--- config.mk ---
export PLATFORM = sky130hd
export DESIGN_NAME = layer_mux_nn
export DESIGN_NICKNAME = d
export VERILOG_FILES = /design/src/verilog/nn_pkg.sv /design/src/verilog/layer_sequencer.sv /design/src/verilog/weight_rom.sv /design/src/verilog/activation_buffer.sv /design/src/verilog/neuron_array.sv /design/src/verilog/layer_mux_nn.sv
export SDC_FILE = /design/constraint.sdc
export NUM_CORES = 1
export LEC_CHECK = 0
export BUFFER_PORTS_ARGS = -buffer_cell sky130_fd_sc_hd__buf_2
export CORE_ASPECT_RATIO = 1.1
export CORE_MARGIN = 1
export CORE_UTILIZATION = 52
export DETAILED_ROUTE_END_ITERATION = 16
export PLACE_DENSITY = 0.82
export SYNTH_ARGS = -nofsm -noshare
export SYNTH_HDL_FRONTEND = slang
export SYNTH_SLANG_ARGS = --single-unit
--- constraint.sdc ---
create_clock -name clk -period 4.9 [get_ports clk]
set_input_delay 0 -clock clk [delete_from_list [all_inputs] [get_ports clk]]
set_output_delay 0 -clock clk [all_outputs]
set_load 0.01 [all_outputs]
--- src/verilog/weights.mem ---
// Per line: seven weights then the bias, Q4.4 hex, 9-bit two's complement
// Lines 0-6 layer 0, lines 7-13 layer 1, lines 14-20 layer 2
008 008 008 008 008 008 008 004
1FC 006 00A 1F8 004 002 1FE 008
00C 1F4 004 002 1F8 00A 006 1FC
002 004 1FA 00C 006 1FC 008 010
1F8 1FE 004 006 00A 008 1FC 000
006 00A 1FE 1FC 002 00C 1F8 1F8
010 1F0 008 004 1FC 002 006 00C
004 1FA 00C 002 1FE 008 006 1FC
00A 004 1F8 006 00C 1FE 002 006
1FE 008 006 1F4 004 00A 1FC 002
006 00C 002 004 1F8 1FA 00A 1F0
1FC 002 00A 008 006 004 1F4 008
008 1F8 004 00A 002 006 00C 1FE
002 006 1FC 1FE 00A 00C 004 004
00C 1FC 006 002 008 1FA 004 1F8
1FA 00A 004 00C 1FE 002 008 00A
004 002 1F4 006 00A 008 1FE 000
008 006 00A 1F8 004 1FC 00C 1FC
1FE 00C 002 004 1F6 00A 006 006
006 1FC 008 00A 00C 1F8 002 1FA
00A 004 006 1FE 002 004 1F0 00C
--- src/verilog/nn_pkg.sv ---
package nn_pkg;

	////////////////////////////////////////
	// Network shape
	////////////////////////////////////////

	// Neurons per layer, same as inputs per layer
	localparam int NUM_NEURONS = 7;
	localparam int NUM_LAYERS = 3;

	////////////////////////////////////////
	// Fixed point, Q4.4 in 9 bits
	////////////////////////////////////////

	localparam int DATA_WIDTH = 9;
	localparam int FRAC_BITS = 4;
	// Seven 18-bit products plus the scaled bias
	localparam int ACC_WIDTH = 22;

	// Layer and step indices, step 7 is the bias step
	localparam int LAYER_BITS = 2;
	localparam int STEP_BITS = 3;

	////////////////////////////////////////
	// Derived sizes
	////////////////////////////////////////

	// Eight steps per layer plus the final write-back
	localparam int NN_LATENCY = NUM_LAYERS * (NUM_NEURONS + 1) + 1;
	// One ROM line per neuron per layer
	localparam int ROM_DEPTH = NUM_LAYERS * NUM_NEURONS;

endpackage

--- src/verilog/layer_sequencer.sv ---
`timescale 1ns/1ps

module layer_sequencer (
	input  logic clk,
	input  logic rst_n,
	input  logic start,
	output logic [nn_pkg::LAYER_BITS-1:0] layer,
	output logic [nn_pkg::STEP_BITS-1:0] step,
	output logic load,
	output logic clear,
	output logic accumulate,
	output logic write_back,
	output logic relu_en,
	output logic done,
	output logic busy
);

	typedef enum logic [1:0] {
		S_IDLE,
		S_RUN,
		S_FLUSH
	} state_t;

	state_t state;
	logic last_layer;

	// Output layer gets no ReLU and no follow-on layer
	assign last_layer = int'(layer) == nn_pkg::NUM_LAYERS - 1;

	////////////////////////////////////////
	// State and counters
	////////////////////////////////////////

	always_ff @(posedge clk or negedge rst_n) begin
		if (!rst_n) begin
			state <= S_IDLE;
			layer <= '0;
			step <= '0;
			write_back <= 1'b0;
			relu_en <= 1'b0;
		end else begin
			// Write-back lands in the cycle after each bias step
			write_back <= (state == S_RUN) && (&step);
			// ReLU flag tracks the layer being written back
			relu_en <= !last_layer;
			case (state)
				S_IDLE: begin
					// New inference, start ignored otherwise
					if (start) begin
						state <= S_RUN;
						layer <= '0;
						step <= '0;
					end
				end
				S_RUN: begin
					// Step wraps 7 -> 0 on its own
					step <= step + 1'b1;
					if (&step) begin
						if (last_layer) begin
							state <= S_FLUSH;
						end else begin
							// Next layer starts during this write-back
							layer <= layer + 1'b1;
						end
					end
				end
				S_FLUSH: begin
					state <= S_IDLE;
				end
				default: begin
					state <= S_IDLE;
				end
			endcase
		end
	end

	////////////////////////////////////////
	// Strobes
	////////////////////////////////////////

	assign busy = state != S_IDLE;
	// Inputs captured on the same edge that accepts start
	assign load = start && (state == S_IDLE);
	assign accumulate = state == S_RUN;
	// Fresh sum on the first input of each layer
	assign clear = accumulate && (step == '0);
	// Final write-back cycle
	assign done = state == S_FLUSH;

endmodule

--- src/verilog/weight_rom.sv ---
`timescale 1ns/1ps

module weight_rom (
	input  logic [nn_pkg::LAYER_BITS-1:0] layer,
	input  logic [nn_pkg::STEP_BITS-1:0] step,
	output logic signed [nn_pkg::DATA_WIDTH-1:0] weights [nn_pkg::NUM_NEURONS]
);

	////////////////////////////////////////
	// Storage
	////////////////////////////////////////

	// Line per neuron, eight words per line
	// Words 0..6 are input weights, word 7 the bias
	logic signed [nn_pkg::DATA_WIDTH-1:0] rom [nn_pkg::ROM_DEPTH * (2 ** nn_pkg::STEP_BITS)];

	initial begin
		$readmemh("/design/src/verilog/weights.mem", rom);
	end

	////////////////////////////////////////
	// Read port
	////////////////////////////////////////

	// All seven neurons of the layer read in parallel
	always_comb begin
		logic [$clog2(nn_pkg::ROM_DEPTH)-1:0] line;
		for (int i = 0; i < nn_pkg::NUM_NEURONS; i++) begin
			// Lines grouped by layer, then neuron
			line = $clog2(nn_pkg::ROM_DEPTH)'(int'(layer) * nn_pkg::NUM_NEURONS + i);
			// Word address is line and step side by side
			weights[i] = rom[{line, step}];
		end
	end

endmodule

--- src/verilog/activation_buffer.sv ---
`timescale 1ns/1ps

module activation_buffer (
	input  logic clk,
	input  logic rst_n,
	input  logic load,
	input  logic write_back,
	input  logic relu_en,
	input  logic [nn_pkg::NUM_NEURONS*nn_pkg::DATA_WIDTH-1:0] start_input,
	input  logic signed [nn_pkg::DATA_WIDTH-1:0] results [nn_pkg::NUM_NEURONS],
	input  logic [nn_pkg::STEP_BITS-1:0] step,
	output logic signed [nn_pkg::DATA_WIDTH-1:0] activation,
	output logic [nn_pkg::NUM_NEURONS*nn_pkg::DATA_WIDTH-1:0] state_flat
);

	logic signed [nn_pkg::DATA_WIDTH-1:0] act_q [nn_pkg::NUM_NEURONS];
	logic signed [nn_pkg::DATA_WIDTH-1:0] act_view [nn_pkg::NUM_NEURONS];

	////////////////////////////////////////
	// Incoming values
	////////////////////////////////////////

	// Write-through view, so step 0 of the next layer
	// already sees the results being written back
	always_comb begin
		for (int i = 0; i < nn_pkg::NUM_NEURONS; i++) begin
			if (!write_back) begin
				act_view[i] = act_q[i];
			end else if (relu_en && results[i][nn_pkg::DATA_WIDTH-1]) begin
				// ReLU, negatives to zero
				act_view[i] = '0;
			end else begin
				act_view[i] = results[i];
			end
		end
	end

	////////////////////////////////////////
	// Activation registers
	////////////////////////////////////////

	always_ff @(posedge clk or negedge rst_n) begin
		if (!rst_n) begin
			for (int i = 0; i < nn_pkg::NUM_NEURONS; i++) begin
				act_q[i] <= '0;
			end
		end else begin
			for (int i = 0; i < nn_pkg::NUM_NEURONS; i++) begin
				// Lane i sits at bits i*9 upward
				if (load) begin
					act_q[i] <= start_input[i*nn_pkg::DATA_WIDTH +: nn_pkg::DATA_WIDTH];
				end else if (write_back) begin
					act_q[i] <= act_view[i];
				end
			end
		end
	end

	////////////////////////////////////////
	// Outputs
	////////////////////////////////////////

	// Bias step multiplies by 1.0 in Q4.4
	always_comb begin
		activation = '0;
		if (&step) begin
			activation[nn_pkg::FRAC_BITS] = 1'b1;
		end else begin
			for (int i = 0; i < nn_pkg::NUM_NEURONS; i++) begin
				if (int'(step) == i) begin
					activation = act_view[i];
				end
			end
		end
	end

	// Packed like start_input
	always_comb begin
		for (int i = 0; i < nn_pkg::NUM_NEURONS; i++) begin
			state_flat[i*nn_pkg::DATA_WIDTH +: nn_pkg::DATA_WIDTH] = act_view[i];
		end
	end

endmodule

--- src/verilog/neuron_array.sv ---
`timescale 1ns/1ps

module neuron_array (
	input  logic clk,
	input  logic rst_n,
	input  logic clear,
	input  logic accumulate,
	input  logic signed [nn_pkg::DATA_WIDTH-1:0] activation,
	input  logic signed [nn_pkg::DATA_WIDTH-1:0] weights [nn_pkg::NUM_NEURONS],
	output logic signed [nn_pkg::DATA_WIDTH-1:0] results [nn_pkg::NUM_NEURONS]
);

	genvar i;

	generate
		for (i = 0; i < nn_pkg::NUM_NEURONS; i++) begin : g_lane
			// Q4.4 times Q4.4 gives Q8.8 in 18 bits
			logic signed [2*nn_pkg::DATA_WIDTH-1:0] prod;
			logic signed [nn_pkg::ACC_WIDTH-1:0] prod_ext;
			logic signed [nn_pkg::ACC_WIDTH-1:0] sum;
			logic signed [nn_pkg::ACC_WIDTH-1:0] acc_q;
			logic signed [nn_pkg::ACC_WIDTH-1:0] shifted;
			// Bits that must all match the sign to fit 9 bits
			logic [nn_pkg::ACC_WIDTH-nn_pkg::DATA_WIDTH:0] upper;

			////////////////////////////////////////
			// Multiply-accumulate
			////////////////////////////////////////

			assign prod = weights[i] * activation;
			// Sign extension to accumulator width
			assign prod_ext = {
				{(nn_pkg::ACC_WIDTH - 2*nn_pkg::DATA_WIDTH){prod[2*nn_pkg::DATA_WIDTH-1]}},
				prod
			};
			// Clear starts the layer with the first product
			assign sum = clear ? prod_ext : acc_q + prod_ext;

			always_ff @(posedge clk or negedge rst_n) begin
				if (!rst_n) begin
					acc_q <= '0;
				end else if (accumulate) begin
					acc_q <= sum;
				end
			end

			////////////////////////////////////////
			// Rescale and saturate
			////////////////////////////////////////

			// Q8.8 back to Q4.4
			assign shifted = acc_q >>> nn_pkg::FRAC_BITS;
			assign upper = shifted[nn_pkg::ACC_WIDTH-1:nn_pkg::DATA_WIDTH-1];

			always_comb begin
				if ((&upper) || !(|upper)) begin
					// In range, plain truncation
					results[i] = shifted[nn_pkg::DATA_WIDTH-1:0];
				end else if (shifted[nn_pkg::ACC_WIDTH-1]) begin
					// Clip to -256
					results[i] = {1'b1, {(nn_pkg::DATA_WIDTH-1){1'b0}}};
				end else begin
					// Clip to 255
					results[i] = {1'b0, {(nn_pkg::DATA_WIDTH-1){1'b1}}};
				end
			end
		end
	endgenerate

endmodule

--- src/verilog/layer_mux_nn.sv ---
`timescale 1ns/1ps

module layer_mux_nn (
	input  logic clk,
	input  logic rst_n,
	input  logic start,
	input  logic [nn_pkg::NUM_NEURONS*nn_pkg::DATA_WIDTH-1:0] start_input,
	output logic [nn_pkg::NUM_NEURONS*nn_pkg::DATA_WIDTH-1:0] final_output,
	output logic final_output_valid
);

	logic [nn_pkg::LAYER_BITS-1:0] layer;
	logic [nn_pkg::STEP_BITS-1:0] step;
	logic load;
	logic clear;
	logic accumulate;
	logic write_back;
	logic relu_en;
	logic done;
	logic signed [nn_pkg::DATA_WIDTH-1:0] weights [nn_pkg::NUM_NEURONS];
	logic signed [nn_pkg::DATA_WIDTH-1:0] results [nn_pkg::NUM_NEURONS];
	logic signed [nn_pkg::DATA_WIDTH-1:0] activation;
	logic [nn_pkg::NUM_NEURONS*nn_pkg::DATA_WIDTH-1:0] state_flat;

	////////////////////////////////////////
	// Control
	////////////////////////////////////////

	layer_sequencer layer_sequencer_inst (
		.clk        (clk),
		.rst_n      (rst_n),
		.start      (start),
		.layer      (layer),
		.step       (step),
		.load       (load),
		.clear      (clear),
		.accumulate (accumulate),
		.write_back (write_back),
		.relu_en    (relu_en),
		.done       (done),
		.busy       ()
	);

	////////////////////////////////////////
	// Datapath
	////////////////////////////////////////

	// Weights and activation both selected by step
	weight_rom weight_rom_inst (
		.layer   (layer),
		.step    (step),
		.weights (weights)
	);

	activation_buffer activation_buffer_inst (
		.clk         (clk),
		.rst_n       (rst_n),
		.load        (load),
		.write_back  (write_back),
		.relu_en     (relu_en),
		.start_input (start_input),
		.results     (results),
		.step        (step),
		.activation  (activation),
		.state_flat  (state_flat)
	);

	neuron_array neuron_array_inst (
		.clk        (clk),
		.rst_n      (rst_n),
		.clear      (clear),
		.accumulate (accumulate),
		.activation (activation),
		.weights    (weights),
		.results    (results)
	);

	////////////////////////////////////////
	// Output register
	////////////////////////////////////////

	// One pulse per finished inference
	always_ff @(posedge clk or negedge rst_n) begin
		if (!rst_n) begin
			final_output_valid <= 1'b0;
		end else begin
			final_output_valid <= done;
		end
	end

	// Held until the next result
	always_ff @(posedge clk) begin
		if (done) begin
			final_output <= state_flat;
		end
	end

endmodule

==> impl_metrics.ini, run 1 <==
[power_and_ir_drop]
p_switching_mw = 0.8431
power.internal_mw = 2.707
clkPwrFrac = 0.336
power.leakage_nw = 3.202
p_sw_frac = 0.2375
p_per_area_mw_per_mm2 = 507.9
p_comb_frac = 0.201
ir_drop_uv = 283.4
power_frac_seq = 0.463
power_mw = 3.550

[detailed_routing]
wirelength_um = 9898
drc = 0
drtPass1Iterations = 4
routed_via_density = 4.858
vias = 3036
wl_per_cell_um = 15.84
postRouteAntennaNets = 0
first_iter_violations = 131

[sta]
tightest_slew_ps = 1153
finalWorstSetupSlack_ps = 2534
fin_worst_skew_ps = 6.731
tns_ps = 0
hold_viol = 0
relSlewSlack = 0.2317
fmax_mhz = 422.7
fin_crit_sh = 0.4828
setup_viol = 0
slew_viol_final = 0
timing.hold.ws_ps = 216.6
rsz0062_at_grt = false
finalCriticalPeriod_ps = 2366

[floorplanning]
initial_core_util = 0.5381
coreArea_sq_mm = 0.009398
pin_count = 130
die_h_um = 105.4
die-area_sq_mm = 0.01012
rows = 37
die_x_um = 96.03

[place]
placedCellCount = 528
dp_slack_ps = 2534
routabilityCongestion = 0.7471
place_area_sq_mm = 0.005779
dp_hpwl_um = 5729
io_buffers = 129

[clock_tree]
clk-insertion-delay-late_ps = 510
cts-buffers-inserted = 17
cts_setup_buffers = 0
cts_resized = 0
clkSinkCount = 135
cts_tree = yes
clk_path_buf_depth = 2
clockRootBuffer = clkbuf_8
cts.htree.levels = 4
path_clk_slew_ps = 60

[hold_path]
min_path_type = input pin to asynchronous set/reset pin

[setup_path]
required_ps = 5290
worstPathArrival_ps = 2750
crit_type = flip-flop to flip-flop
cp_max_fo = 51
end_kind = flip-flop
critPathLaunchType = flip-flop

[synth]
synthFlopType = dfrtp_1
async_flop_share = 0.5333
syn_area_sq_mm = 0.005057
synth_fp_nets = 362
syn_avg_cell_area_sq_um = 17.26
ys_types = 19
synthCells = 293
ys_seq_area_frac = 0.7303
synth_edf_count = 63
yosys_register_bits = 135
yosysWarnings = 0

[global_route]
grt_pass1_vias = 3110
grtUsageTotal = 0.2132
antenna_found_initial = 0
grt-busiest-layer = met2
use_met3 = 0.06854
grt.overflow.total = 0
grt_pass1_wl_um = 15520
grt_max_degree = 73
groute.layer.met2.usage = 0.3470
grt_util_met1 = 0.2677

[layout]
layout-drive-gt1-share = 0.4232
final_area_sq_mm = 0.006989
n_antenna_cell = 0
fin_cells = 625
synthToLayoutAreaGrowth_pct = 38.20
utilization = 0.7437
nets = 564

[flow_run]
cap_violations = 0

[outcome]
status = completed
worst max-delay path, cell delays in order (launching register included):
cell and delay [ps]:
dfrtp_1 470, nor3b_4 680, buf_4 640, mux2_2 410
cells by family (layout without fill, tap and decap cells):
family,count (synthesis),in the layout,synth area share
multiplexers,64,64,0.1425
adder cells (fa/ha/maj),3,3,0.007423
AO/OA/AOI/OAI,6,6,0.008166
AND/OR/NAND/NOR,71,71,0.09055
flip-flops,135,135,0.7303
buffers and inverters,14,229,0.02103
sequential cells by signal, summed over array words and instances, names as in the netlist:
name                             cells
layer_sequencer_inst.write_back      1
layer_sequencer_inst.state           2
activation_buffer_inst.act_q        63
layer_sequencer_inst.step            3
layer_sequencer_inst.layer           2
final_output                        63
final_output_valid                   1
cell usage after synthesis (2+ instances only):
cell,instances,share of area
dfrtp_1,72,0.36
ha_1,3,0.0074
o21ai_0,2,0.0020
nand3b_1,2,0.0030
mux2_1,9,0.020
buf_6,6,0.013
nor2b_1,65,0.080
buf_2,5,0.0049
edfxtp_1,63,0.37
clkbuf_2,2,0.0020
a22o_1,2,0.0035
mux2_2,55,0.12
per-layer routing:
metal  routed length, um  vias to the layer above  part of all wire
met5                   0                        -                 0
met4                  83                        0            0.0084
met3                 456                        8             0.046
met2                5192                       83              0.52
met1                4166                     1499              0.42
li1                    -                     1446                 -
power by group through the flow:
| stage | logic [mW] | registers [mW] | clock network, mW |
|---|---|---|---|
| after floorplan | 0.591 | 1.59 | 0 |
| after global placement | 0.621 | 1.65 | 0 |
| after detailed placement | 0.675 | 1.66 | 0 |
| after CTS | 0.722 | 1.64 | 1.22 |
| after global routing | 0.794 | 1.68 | 1.26 |
| final | 0.714 | 1.64 | 1.19 |
cells in the final DEF (no fill, tap or decap), types with 5 or more instances in the layout:
cell type | synthesis | layout
clkinv_2 | 0 | 5
clkbuf_16 | 0 | 16
dlygate4sd3_1 | 0 | 65
edfxtp_1 | 63 | 63
nor2b_1 | 65 | 64
buf_2 | 5 | 128
mux2_2 | 55 | 55
mux2_1 | 9 | 9
dfrtp_1 | 72 | 71
layout make-up:
cell class	instances	area, sq um
flip-flops and latches	135	3695
fillers	607	2409
repair buffers	196	1314
multi-input cells	144	1271
clock buffers	20	425.4
well taps	117	146.4
clock inverters	12	133.9
inverters	1	3.754
worst paths after layout:
check	startpoint	to	slack, ps	cells after the start
max reg2reg	layer_sequencer_inst.state[0]	activation_buffer_inst.act_q[29]	2530	3
min reg2reg	layer_sequencer_inst.layer[0]	layer_sequencer_inst.layer[0]	500	1
max in group asynchronous	rst_n	layer_sequencer_inst.write_back	4040	2
max	layer_sequencer_inst.state[0]	activation_buffer_inst.act_q[29]	2530	3
min	rst_n	activation_buffer_inst.act_q[31]	220	2
min in group clk	start_input[39]	activation_buffer_inst.act_q[21]	240	3
what timing repair did:
item / CTS / global route
endpoints found under the setup margin: 0 / 0
hold buffers: 65 / 0
endpoints found under the hold margin: 138 / 0
No activity file was read; power rests on OpenSTA's default activity.
==> run 2: changes to the inputs <==
==> constraint.sdc (replaced) <==
create_clock -name clk -period 2.4 [get_ports clk]
set_input_delay 0 -clock clk [delete_from_list [all_inputs] [get_ports clk]]
set_output_delay 0 -clock clk [all_outputs]
set_load 0.01 [all_outputs]
==> run 2 against run 1 <==
Hold slack worse by 13 ps. Routed wire length is 5.7% higher. Critical path depth stayed put. Global-route usage is 1.1 points higher. Total power is 110% higher. Final area is 1.1% higher. Critical endpoint is now activation_buffer_inst.act_q[38].
==> impl_metrics.ini, run 2 (synthesis gave the netlist of run 1 again) <==
[outcome]
status = completed

[layout]
fillers = 600
n_antenna_cell = 0
synthToLayoutAreaGrowth_pct = 39.78
largestRegisters = activation_buffer_inst.act_q x63, final_output x63, layer_sequencer_inst.step x3
final_common_cell = buf_2
final_cell_mix = buf_2 (128), dfrtp_1 (71), dlygate4sd3_1 (65)
layout-drive-gt1-share = 0.4375
nets = 568
fin_cells = 629
utilization = 0.7522

[detailed_routing]
routed_via_density = 4.916
drc = 0
drtPass1Iterations = 6
postRouteAntennaNets = 0
wl_per_cell_um = 16.64
first_iter_violations = 123
wirelength_um = 10470
vias = 3092

[setup_path]
end_kind = flip-flop
required_ps = 2790
worstPathArrival_ps = 2080
reg2reg_from = layer_sequencer_inst.state[0]
rr_endpoint = activation_buffer_inst.act_q[38]
cpPeakStageDelay_ps = 480
reg2regPathDepth = 3
worst_path_max_delay_cell = dfrtp_1
crit_type = flip-flop to flip-flop
crit_buf_inv = 1
critPathLaunchType = flip-flop
cp_max_fo = 37
rrSetupSlack_ps = 710
path_cells = nor3b_4 > buf_4 > mux2_2
critPathTopFamily = flip-flops

[global_route]
antenna_found_initial = 0
grtUsageTotal = 0.2243
grt_pass1_vias = 3359
grt_max_degree = 73
grt_pass1_wl_um = 16350
grt.overflow.total = 0

[floorplanning]
initial_core_util = 0.5381
die_x_um = 96.03
die-area_sq_mm = 0.01012
die_h_um = 105.4
coreArea_sq_mm = 0.009398
pin_count = 130
rows = 37

[sta]
slew_viol_final = 0
rsz0062_at_grt = false
timing.hold.ws_ps = 203.2
fmax_mhz = 593.2
tns_ps = 0
fin_worst_skew_ps = 6.798
tightest_slew_ps = 929.6
setup_viol = 0
relSlewSlack = 0.3802
finalCriticalPeriod_ps = 1686
fin_crit_sh = 0.7024
hold_viol = 0

[flow_run]
cap_violations = 0

[clock_tree]
ctsHoldBuffers = 65
clkSinkCount = 135
cts_setup_buffers = 0
clk_path_buf_depth = 2
cts_tree = yes
cts.htree.levels = 4
cts_resized = 0
path_clk_slew_ps = 60
clockRootBuffer = clkbuf_8
cts-buffers-inserted = 17
clk-insertion-delay-late_ps = 510

[place]
dp_hpwl_um = 5912
routabilityCongestion = 0.7739
placedCellCount = 532
io_buffers = 129

[power_and_ir_drop]
power.leakage_nw = 3.247
power_mw = 7.501
p_per_area_mw_per_mm2 = 1061
ir_drop_uv = 559.4

[hold_path]
min_path_type = input pin to asynchronous set/reset pin
==> run 2: cell types whose count changed in the layout (fill, tap and decap cells not counted), sizes merged <==
cell	delta
buf	+4
clkbuf	-2
bufinv	+1
clkinvlp	+1
==> run 2: cell type report <==
cell class	count	area, sq um	share of cell area
sequential	135	3695	0.5227
timing repair buffer	200	1344	0.1901
multi-input combinational	144	1271	0.1798
clock buffer	18	427.9	0.06053
clock inverter	14	181.4	0.02566
tap	117	146.4	0.02071
inverter	1	3.754	0.0005310
==> run 2: through the flow <==
step | setup WS (ps) | cell area [sq um]
4_1_cts | 720.1 | 7069
3_3_place_gp | 775.9 | 5809
5_1_grt | 624.3 | 7069
3_5_place_dp | 737.9 | 5809
2_1_floorplan | 569.8 | 5065
6_report | 714.2 | 7069
==> run 2: routing by layer <==
metal,part of all wire,up-vias,GRT usage
li1,-,1445,-
met2,0.52,118,0.3637
met4,0.024,0,0.1034
met5,0,-,0
met3,0.053,17,0.07720
met1,0.40,1512,0.2656
==> run 2: worst max path at each step <==
stage / endpoint / from / cells past startpoint / slack (ps)
after global routing: activation_buffer_inst.act_q[38] / layer_sequencer_inst.state[0] / 3 / 620
after CTS: activation_buffer_inst.act_q[55] / layer_sequencer_inst.state[0] / 3 / 720
after global placement: activation_buffer_inst.act_q[56] / layer_sequencer_inst.state[0] / 3 / 780
after floorplan: final_output[0] / layer_sequencer_inst.state[0] / 1 / 570
final: activation_buffer_inst.act_q[38] / layer_sequencer_inst.state[0] / 3 / 710
after detailed placement: activation_buffer_inst.act_q[25] / layer_sequencer_inst.state[0] / 3 / 740
==> run 2: power by group <==
group	internal [mW]	leakage, nW	total [mW]	switching [mW]
clock	1.70	0.298	2.63	0.930
combinational	0.886	1.41	1.60	0.717
sequential	3.10	1.54	3.27	0.162
==> run 3: changes to the inputs <==
==> constraint.sdc (replaced) <==
create_clock -name clk -period 1.61 [get_ports clk]
set_input_delay 0 -clock clk [delete_from_list [all_inputs] [get_ports clk]]
set_output_delay 0 -clock clk [all_outputs]
set_load 0.01 [all_outputs]
==> run 3 against run 2 <==
Hold slack got worse by 180 ps. Largest power group unchanged. Register-to-register slack got worse by 660 ps. Worst setup slack got worse by 660 ps. Cell count rose by 0.48%. Combinational power rose by 54%. Total power rose by 43%. Critical path type unchanged.
==> impl_metrics.ini, run 3 (synthesis gave the netlist of run 1 again) <==
[layout]
layout-drive-gt1-share = 0.4311
largestRegisters = activation_buffer_inst.act_q x63, final_output x63, layer_sequencer_inst.step x3
final_area_sq_mm = 0.007058
final_common_cell = buf_2
nets = 571
utilization = 0.7510
fin_cells = 632
synthToLayoutAreaGrowth_pct = 39.56
n_antenna_cell = 0
final_cell_mix = buf_2 (128), dfrtp_1 (69), dlygate4sd3_1 (65)

[clock_tree]
clkSinkCount = 135
clk-insertion-delay-late_ps = 510
clk_path_buf_depth = 2
cts-buffers-inserted = 17
cts.htree.levels = 4
path_clk_slew_ps = 60
cts_tree = yes
clockRootBuffer = clkbuf_8
cts_setup_buffers = 0

[power_and_ir_drop]
p_per_area_mw_per_mm2 = 1523
power.leakage_nw = 3.227
power_mw = 10.75
ir_drop_uv = 934.5

[place]
place_area_sq_mm = 0.005883
dp_hpwl_um = 6088
io_buffers = 129
routabilityCongestion = 0.7431
placedCellCount = 535
dp_slack_ps = 55.57

[detailed_routing]
vias = 3110
first_iter_violations = 116
routed_via_density = 4.921
wl_per_cell_um = 17.26
wirelength_um = 10910
postRouteAntennaNets = 0
drc = 0
drtPass1Iterations = 4

[setup_path]
cpPeakStageDelay_ps = 460
path_cells = nor3b_4 > buf_12 > mux2_2
critPathLaunchType = flip-flop
end_kind = flip-flop
required_ps = 2000
worstPathArrival_ps = 1950
rrSetupSlack_ps = 50
worst_path_max_delay_cell = dfrtp_2
cp_max_fo = 37
crit_type = flip-flop to flip-flop

[global_route]
grt_max_degree = 42
antenna_found_initial = 0
grtUsageTotal = 0.2342
grt_pass1_wl_um = 16860
grt.overflow.total = 0
grt_pass1_vias = 3444

[floorplanning]
pin_count = 130
coreArea_sq_mm = 0.009398
die_h_um = 105.4
rows = 37
die_x_um = 96.03
die-area_sq_mm = 0.01012
initial_core_util = 0.5381

[sta]
setup_viol = 0
tightest_slew_ps = 504.1
rsz0062_at_grt = true
finalCriticalPeriod_ps = 1555
fin_worst_skew_ps = 6.470
slew_viol_final = 0
fin_crit_sh = 0.9659
timing.hold.ws_ps = 18.53
relSlewSlack = 0.6639
finalWorstSetupSlack_ps = 54.82
tns_ps = 0
fmax_mhz = 643.0
hold_viol = 0

[flow_run]
cap_violations = 0

[hold_path]
min_path_type = input pin to asynchronous set/reset pin

[outcome]
status = completed
run 3: area by class of cell:
| class | count | area [sq um] |
|---|---|---|
| tap | 117 | 146.4 |
| multi-input combinational | 144 | 1271 |
| clock buffer | 28 | 496.7 |
| fill | 571 | 2340 |
| timing repair buffer | 203 | 1420 |
| sequential | 135 | 3697 |
| inverter | 1 | 3.754 |
| clock inverter | 4 | 22.52 |
run 3: report_power, final:
group	leakage [nW]	switching (mW)	internal [mW]
Sequential	1.53	0.273	4.63
Clock	0.252	1.32	2.06
Combinational	1.44	1.07	1.39
run 3: final timing paths:
path | from | endpoint | cells past startpoint
min in group clk | start_input[33] | activation_buffer_inst.act_q[33] | 3
worst min-delay path | rst_n | activation_buffer_inst.act_q[29] | 2
worst max register to register | layer_sequencer_inst.state[0] | activation_buffer_inst.act_q[27] | 3
worst max-delay path | layer_sequencer_inst.state[0] | activation_buffer_inst.act_q[27] | 3
worst min register to register | layer_sequencer_inst.step[1] | layer_sequencer_inst.step[1] | 1
max in group asynchronous | rst_n | activation_buffer_inst.act_q[21] | 3
run 3: timing repair:
item,CTS,global route
hold buffers,65,0
hold endpoints to repair,139,0
endpoints found under the setup margin,0,18
resized for setup,0,2
run 3: worst max-delay path: cells and delay by family, from the launching register on:
family | cells | cell delay (ps)
buffers and inverters | 1 | 270
DFF | 1 | 460
muxes | 1 | 380
and+or+nand+nor | 1 | 300
run 3: per-layer routing:
metal  track usage  wire length, um
met1        0.2534             4191
met2        0.4179             6024
met4        0.1109              248
met3       0.05916              444
met5             0                0
